===== src/common/seg7Pkg.sv =====
package seg7Pkg;

	//////////////////////////////
	// Timing
	//////////////////////////////

	// Clock cycles per scan step, kept small for simulation
	localparam logic [15:0] SCAN_DIV = 16'd16;

	// Scan steps per blink half-period, longer than one serial frame
	localparam logic [7:0] BLINK_DIV = 8'd32;

	// Serial frame length, one byte per digit
	localparam int FRAME_BITS = 64;

	//////////////////////////////
	// Register map
	//////////////////////////////

	localparam logic [1:0] ADDR_DATA   = 2'd0;
	localparam logic [1:0] ADDR_POINT  = 2'd1;
	localparam logic [1:0] ADDR_LES    = 2'd2;
	localparam logic [1:0] ADDR_STATUS = 2'd3;

	// One DATA word seen as hex digits or as raw segment bits
	typedef union packed {
		logic [7:0][3:0] nibbles;
		logic [31:0]     raw;
	} dispWord_t;

	// Hex digit to segments gfedcba, 1 lights the segment
	function automatic logic [6:0] segTable(input logic [3:0] hex);
		logic [6:0] seg;
		case (hex)
			4'h0: seg = 7'h3F;
			4'h1: seg = 7'h06;
			4'h2: seg = 7'h5B;
			4'h3: seg = 7'h4F;
			4'h4: seg = 7'h66;
			4'h5: seg = 7'h6D;
			4'h6: seg = 7'h7D;
			4'h7: seg = 7'h07;
			4'h8: seg = 7'h7F;
			4'h9: seg = 7'h6F;
			4'hA: seg = 7'h77;
			4'hB: seg = 7'h7C;
			4'hC: seg = 7'h39;
			4'hD: seg = 7'h5E;
			4'hE: seg = 7'h79;
			default: seg = 7'h71;
		endcase
		return seg;
	endfunction

endpackage


===== src/common/dispCfgIf.sv =====
`timescale 1ns/1ns

// Display settings from the register file to the datapath
interface dispCfgIf import seg7Pkg::*; ();

	dispWord_t  data;
	logic [7:0] point;
	logic [7:0] les;

	// One-cycle request to send a new serial frame
	logic refresh;

	// Shifter still sending
	logic busy;

	modport regs (
		output data,
		output point,
		output les,
		output refresh,
		input  busy
	);

	modport shift (
		input  refresh,
		output busy
	);

	modport view (
		input data,
		input point,
		input les
	);

endinterface


===== src/seg7/seg7Decode.sv =====
`timescale 1ns/1ns

module seg7Decode import seg7Pkg::*; (
	dispCfgIf.view      cfg,
	input  logic        blinkOn,
	output logic [63:0] frame
);

	// Digits dark in the off phase
	logic [7:0] blank;

	assign blank = cfg.les & {8{!blinkOn}};

	//////////////////////////////
	// One byte per digit
	//////////////////////////////

	always_comb
	begin
		for (int k = 0; k < 8; k++)
		begin
			if (blank[k])
				frame[8*k +: 8] = 8'h00;
			else
				frame[8*k +: 8] = {cfg.point[k], segTable(cfg.data.nibbles[k])};
		end
	end

endmodule


===== src/seg7/seg7Scan.sv =====
`timescale 1ns/1ns

module seg7Scan import seg7Pkg::*; (
	input  logic       clkIO,
	input  logic       rstN,
	dispCfgIf.view     cfg,
	output logic       blinkOn,
	output logic       blinkToggle,
	output logic [7:0] segment,
	output logic [1:0] anode
);

	logic [15:0] scanCnt;
	logic [7:0]  blinkCnt;
	logic [1:0]  scanIdx;
	logic        step;

	// Raw word reordered into the four panel bytes
	logic [31:0]     raw;
	logic [3:0][7:0] remap;

	assign raw = cfg.data.raw;

	assign remap[0] = {raw[24], raw[12], raw[5], raw[17], raw[25], raw[16], raw[4], raw[0]};
	assign remap[1] = {raw[26], raw[13], raw[7], raw[19], raw[27], raw[18], raw[6], raw[1]};
	assign remap[2] = {raw[28], raw[14], raw[9], raw[21], raw[29], raw[20], raw[8], raw[2]};
	assign remap[3] = {raw[30], raw[15], raw[11], raw[23], raw[31], raw[22], raw[10], raw[3]};

	assign step = scanCnt == SCAN_DIV - 16'd1;

	//////////////////////////////
	// Prescaler and blink timer
	//////////////////////////////

	always_ff @(posedge clkIO)
	begin
		if (!rstN)
		begin
			scanCnt     <= 16'h0;
			scanIdx     <= 2'd0;
			blinkCnt    <= 8'h0;
			blinkOn     <= 1'b1;
			blinkToggle <= 1'b0;
		end
		else
		begin
			blinkToggle <= 1'b0;
			if (step)
			begin
				scanCnt <= 16'h0;
				scanIdx <= scanIdx + 2'd1;
				if (blinkCnt == BLINK_DIV - 8'd1)
				begin
					blinkCnt    <= 8'h0;
					blinkOn     <= !blinkOn;
					blinkToggle <= 1'b1;
				end
				else
					blinkCnt <= blinkCnt + 8'd1;
			end
			else
				scanCnt <= scanCnt + 16'd1;
		end
	end

	// Panel drive, active low segments
	always_ff @(posedge clkIO)
	begin
		if (!rstN)
		begin
			segment <= 8'hFF;
			anode   <= 2'd0;
		end
		else
		begin
			segment <= ~remap[scanIdx];
			anode   <= scanIdx;
		end
	end

endmodule


===== src/seg7/seg7Shifter.sv =====
`timescale 1ns/1ns

module seg7Shifter import seg7Pkg::*; (
	input  logic        clkIO,
	input  logic        rstN,
	dispCfgIf.shift     cfg,
	input  logic [63:0] frame,
	output logic [2:0]  sout
);

	localparam int CNT_W = $clog2(FRAME_BITS);

	// Captured frame, MSB goes out first
	logic [63:0] shReg;

	logic [CNT_W-1:0] bitCnt;

	// Low then high half of each serial clock
	logic phase;
	logic latching;
	logic active;

	assign cfg.busy = active;

	// Serial clock, data, latch
	assign sout[2] = active && phase;
	assign sout[1] = active && !latching && shReg[63];
	assign sout[0] = latching;

	//////////////////////////////
	// Serializer
	//////////////////////////////

	always_ff @(posedge clkIO)
	begin
		if (!rstN)
		begin
			active   <= 1'b0;
			latching <= 1'b0;
			phase    <= 1'b0;
			bitCnt   <= '0;
		end
		else if (!active)
		begin
			if (cfg.refresh)
			begin
				active <= 1'b1;
				phase  <= 1'b0;
				bitCnt <= '0;
			end
		end
		else if (latching)
		begin
			latching <= 1'b0;
			active   <= 1'b0;
		end
		else if (!phase)
			phase <= 1'b1;
		else
		begin
			phase  <= 1'b0;
			bitCnt <= bitCnt + 1'b1;
			// Last bit done, pulse the latch next
			if (bitCnt == CNT_W'(FRAME_BITS - 1))
				latching <= 1'b1;
		end
	end

	// Frame data register
	always_ff @(posedge clkIO)
	begin
		if (!active && cfg.refresh)
			shReg <= frame;
		else if (active && !latching && phase)
			shReg <= {shReg[62:0], 1'b0};
	end

	latchNoClk: assert property (@(posedge clkIO) disable iff (!rstN) !(sout[0] && sout[2]));

	// Register side must wait for the frame to finish
	refreshIdle: assert property (@(posedge clkIO) disable iff (!rstN) cfg.refresh |-> !cfg.busy);

endmodule


===== src/verilog/wbRegs.sv =====
`timescale 1ns/1ns

module wbRegs import seg7Pkg::*; (
	input  logic        clkIO,
	input  logic        rstN,
	input  logic        cyc,
	input  logic        stb,
	input  logic        we,
	input  logic [1:0]  adr,
	input  logic [31:0] datW,
	output logic [31:0] datR,
	output logic        ack,
	input  logic        blinkToggle,
	dispCfgIf.regs      cfg
);

	// New strobe, not yet acknowledged
	logic cycle;

	// Refresh waiting for the shifter
	logic pending;
	logic issue;
	logic newReq;

	// Busy as seen on STATUS, covers the gap before the shifter starts
	logic statusBusy;

	logic [31:0] readMux;

	assign cycle = cyc && stb && !ack;

	// Any display change asks for a new serial frame
	assign newReq = (cycle && we && adr != ADDR_STATUS) || blinkToggle;

	// Hold off while a request is in flight or the shifter runs
	assign issue = pending && !cfg.busy && !cfg.refresh;

	assign statusBusy = cfg.busy || cfg.refresh || pending;

	always_comb
	begin
		case (adr)
			ADDR_DATA:   readMux = cfg.data.raw;
			ADDR_POINT:  readMux = {24'h0, cfg.point};
			ADDR_LES:    readMux = {24'h0, cfg.les};
			ADDR_STATUS: readMux = {31'h0, statusBusy};
		endcase
	end

	//////////////////////////////
	// Bus side
	//////////////////////////////

	always_ff @(posedge clkIO)
	begin
		if (!rstN)
		begin
			ack       <= 1'b0;
			datR      <= 32'h0;
			cfg.data  <= '0;
			cfg.point <= 8'h0;
			cfg.les   <= 8'h0;
		end
		else
		begin
			ack  <= cycle;
			datR <= (cycle && !we) ? readMux : 32'h0;
			if (cycle && we)
			begin
				case (adr)
					ADDR_DATA:  cfg.data  <= datW;
					ADDR_POINT: cfg.point <= datW[7:0];
					ADDR_LES:   cfg.les   <= datW[7:0];
					// STATUS is read only
					default: ;
				endcase
			end
		end
	end

	//////////////////////////////
	// Refresh pacing
	//////////////////////////////

	always_ff @(posedge clkIO)
	begin
		if (!rstN)
		begin
			pending     <= 1'b0;
			cfg.refresh <= 1'b0;
		end
		else
		begin
			cfg.refresh <= issue;
			// A request in the same cycle as the issue stays pending
			if (newReq)
				pending <= 1'b1;
			else if (issue)
				pending <= 1'b0;
		end
	end

	// One ack per strobe
	ackSingle: assert property (@(posedge clkIO) disable iff (!rstN) ack |=> !ack);

endmodule


===== src/verilog/seg7Top.sv =====
`timescale 1ns/1ns

module seg7Top (
	input  logic        clkIO,
	input  logic        rstN,
	input  logic        cyc,
	input  logic        stb,
	input  logic        we,
	input  logic [1:0]  adr,
	input  logic [31:0] datW,
	output logic [31:0] datR,
	output logic        ack,
	output logic [2:0]  sout,
	output logic [7:0]  segment,
	output logic [1:0]  anode
);

	dispCfgIf cfg ();

	// Decoded eight-digit frame for the serial panel
	logic [63:0] frame;

	// Blink phase and its flip pulse
	logic blinkOn;
	logic blinkToggle;

	wbRegs uRegs (
		.clkIO      (clkIO),
		.rstN       (rstN),
		.cyc        (cyc),
		.stb        (stb),
		.we         (we),
		.adr        (adr),
		.datW       (datW),
		.datR       (datR),
		.ack        (ack),
		.blinkToggle(blinkToggle),
		.cfg        (cfg.regs)
	);

	seg7Decode uDecode (
		.cfg    (cfg.view),
		.blinkOn(blinkOn),
		.frame  (frame)
	);

	seg7Scan uScan (
		.clkIO      (clkIO),
		.rstN       (rstN),
		.cfg        (cfg.view),
		.blinkOn    (blinkOn),
		.blinkToggle(blinkToggle),
		.segment    (segment),
		.anode      (anode)
	);

	seg7Shifter uShifter (
		.clkIO(clkIO),
		.rstN (rstN),
		.cfg  (cfg.shift),
		.frame(frame),
		.sout (sout)
	);

endmodule


===== config.mk =====
export PLATFORM = sky130hd
export DESIGN_NAME = seg7Top
export DESIGN_NICKNAME = d
export VERILOG_FILES = /design/src/common/seg7Pkg.sv /design/src/common/dispCfgIf.sv /design/src/seg7/seg7Decode.sv /design/src/seg7/seg7Scan.sv /design/src/seg7/seg7Shifter.sv /design/src/verilog/wbRegs.sv /design/src/verilog/seg7Top.sv
export SDC_FILE = /design/constraint.sdc
export NUM_CORES = 1
export LEC_CHECK = 0
export ABC_AREA = 0
export ABC_CLOCK_PERIOD_IN_PS = 4850
export BUFFER_PORTS_ARGS = -buffer_cell sky130_fd_sc_hd__buf_2
export CAP_MARGIN = 10
export CELL_PAD_IN_SITES_DETAIL_PLACEMENT = 0
export CELL_PAD_IN_SITES_GLOBAL_PLACEMENT = 2
export CORE_ASPECT_RATIO = 0.8
export CORE_MARGIN = 2
export CORE_UTILIZATION = 35
export DETAILED_ROUTE_END_ITERATION = 7
export MAX_ROUTING_LAYER = met4
export PLACE_DENSITY_LB_ADDON = 0.1
export SLEW_MARGIN = 15
export SYNTH_ARGS = -nofsm -noshare
export SYNTH_HDL_FRONTEND = slang
export SYNTH_SLANG_ARGS = --single-unit

===== constraint.sdc =====
create_clock -name clkIO -period 4.85 [get_ports clkIO]
set_clock_uncertainty 0.05 [all_clocks]
set_input_delay 0.97 -clock clkIO [delete_from_list [all_inputs] [get_ports clkIO]]
set_output_delay 0.97 -clock clkIO [all_outputs]
set_load 0.01 [all_outputs]

==> metrics.txt <==
clock slew at reported path FFs=60 ps; worst slew pin tran=1073 ps; drt via density=5.098; worst stage delay on the critical path=610 ps; crit path DAT=3390 ps; Initial Util=35.26%; area occupied by multi-input gates=5251 um^2; Diodes inserted=0; crit path from=adr[0]; Seq/Total Area, Yosys=49.52%; placer congestion estimate=0.8466; simple-gate share of the synthesized area=15.96%; # setup viols final=0; Netlist cell types=58; largest net degree at the start of global routing=55; first-pass GRT wire length=49490 um; Net Sw Frac=22.93%; combinational family with the most area after synthesis=simple AND/OR/NAND/NOR gates; Post-CTS Setup Bufs=0; required time of the critical path=5200 ps; CTS H-tree depth=1; Pwr per Cell Area=333.9 nW/um^2; sequential share of power=49.5%; Routed WL per cell=18.86 um; ys flop type=dfxtp_1; Netlist Area Pre-Place=11400 um^2; Hold-fix buffers, CTS=0; worst path cell trace=buf_2 > or2_2 > o21ai_0 > a21oi_1 > inv_1 > ha_1 > mux2i_1 > o22ai_1; Post-Layout Cell Count=1676; asr flop ratio synth=0%; synth-to-layout area growth=15.05%; Hold Path Class=flip-flop to flip-flop; mux contribution to synthesized area=6.716%; clock sink count=250; sequential cell area=5645 um^2; dpl cells=1627; core area=32330 um^2; initial antenna violation count=0; worst-path fanout max=27; Max rail drop VDD=0.0002151 V; GRT overflow=0; Crit Path Category=primary input to flip-flop; Detailed Route Iter0 Violations=529; router iterations before antenna repair=5; Synth top area share=32.66%; syn avg cell area=9.862 um^2; final period utilization=62.71%; worst hold margin=413.1 ps; crit path capture type=flip-flop; Leak Pwr=0.005119 uW; fillcell total=3213; reg2reg start=uShifter.cfg.busy; final net count=1327; final hold vios=0; DPL Wire Length=21830 um; post-synthesis register bit count=250; layout cell share with drive strength beyond 1=13.29%; Synth Area in Compound Gates=14.98%; gr usage total=19.39%; Bufs on Longest Clock Path=3; Post-synth EDFFs=64; standard-cell rows=59; die area=34040 um^2; status=finished clean; CTS Buf Count=27; Worst R2R Setup Slack=2080 ps; MaxCap Viol Count=0; Synth Area in Adders=6.475%; Die W=205.8 um; leading area contributor after synthesis=dfxtp_1; RSZ-0062 raised after global routing=no; IO Count=85; fmax=328.8 MHz; DRC violations left=0; PostCTS Resize Cnt=0; Die Height=165.4 um; post-route minimum period=3042 ps; Port-buffer cells=84; Net Sw Power=1004 uW; Yosys Warn Count=0; Hold Path Origin=uScan.blinkToggle; vias in the first global route=8267; startpoint types=primary input; Slew HR=28.48%; Post-Synth XOR/XNOR Area=1.767%; drt total wl=31620 um; post-route ant nets=0; Clock Latency Late Sink=540 ps; fin. max-slew vios=0; Int Pwr=3375 uW; clock share of power=46.4%; CTS tree=built; slowest stage cell on the critical path=or2_2; root buffer cell=clkbuf_16; Comb pwr share=4.1%; top post-synthesis cells by area=dfxtp_1, edfxtp_1, ha_1; setup TNS=0 ps; Mapped Cells=1156; Syn Nets=1254; via count=8544
[cell usage after synthesis, types with 3 or more instances]
cell type / number
dfxtp_1: 186
nor2_1: 106
nand2_1: 99
a21oi_1: 86
inv_1: 78
edfxtp_1: 64
a22o_1: 63
ha_1: 59
mux2i_1: 49
clkbuf_1: 35
and2_1: 34
nand3_1: 34
nor3_1: 33
o21ai_0: 22
xor2_1: 17
a22oi_1: 16
or4_1: 14
o31ai_1: 12
nand4_1: 11
buf_2: 10
o21a_1: 10
a2bb2oi_1: 8
buf_1: 8
mux4_2: 8
nand2b_1: 8
nor2b_1: 8
or3_1: 8
and3_1: 6
mux2_2: 6
xnor2_1: 6
a211oi_1: 5
o22ai_1: 5
nor3b_1: 3
o221ai_1: 3
o311ai_0: 3
[per-layer routing]
metal	part of all wire (%)	GRT usage [%]	wire length, um
met2	43	28.86	13610
met4	1.8	3.864	567
met5	0	-	0
met3	3.8	2.865	1187
met1	51	28.03	16250
[cell type report]
| type | instances | share of cell area (%) |
|---|---|---|
| repair buffers | 99 | 4.064 |
| flip-flops and latches | 250 | 43.04 |
| multi-input cells | 772 | 40.04 |
| clock buffers | 35 | 5.533 |
| clock inverters | 14 | 0.9921 |
| well taps | 427 | 4.073 |
| inverters | 79 | 2.261 |
[cells by family (layout without fill, tap and decap cells)]
logic type / after synthesis / in the layout
buffers and inverters: 134 / 227
muxes: 65 / 65
and+or+nand+nor: 376 / 376
AOI/OAI and AO/OA: 249 / 249
DFF: 250 / 250
adders and majority gates: 59 / 59
xor gates and xnor gates: 23 / 23
[cells in the final DEF (no fill, tap or decap), types with 4 or more instances in the layout]
cell       instances
a211oi_1           5
a21oi_1           86
a22o_1            63
a22oi_1           16
a2bb2oi_1          8
and2_1            34
and3_1             6
buf_2             84
buf_4             15
clkbuf_1           6
clkbuf_16         27
clkinv_2           4
dfxtp_1          186
edfxtp_1          64
ha_1              59
inv_1             78
mux2_2             6
mux2i_1           49
mux4_2             8
nand2_1           98
nand2b_1           7
nand3_1           34
nand4_1           11
nor2_1           105
nor2b_1            8
nor3_1            33
o21a_1            10
o21ai_0           22
o22ai_1            5
o31ai_1           12
or3_1              8
or4_1             14
xnor2_1            6
xor2_1            17
[worst paths after layout]
kind                        end  cells after the start
max                   flip-flop                      8
min               uRegs.pending                      2
max reg2reg  uShifter.shReg[38]                      4
min reg2reg       uRegs.pending                      2
[worst max-delay path: cells and delay by family]
family          cells  cell delay, ps
compound gates      3             750
simple gates        1             610
buf+inv             2             510
fa+ha+maj           1             340
mux                 1             190
[metrics by stage]
step	setup WS, ps	instance area (um^2)	utilization [%]	total power, uW
2_1_floorplan	1366	11400	-	2315
3_3_place_gp	1240	12260	37.92	2398
3_5_place_dp	1237	12260	37.92	2396
4_1_cts	1810	13120	40.57	4448
5_1_grt	1559	13120	40.57	4544
6_report	1808	13120	40.57	4380
[power by group through the flow]
stage	sequential (uW)	combinational, uW	clock [uW]
floorplan	2210	106	0
global placement	2220	182	0
detailed placement	2220	180	0
CTS	2170	181	2100
global route	2170	198	2170
finish	2170	180	2030
(Power assumes the default switching activity.)
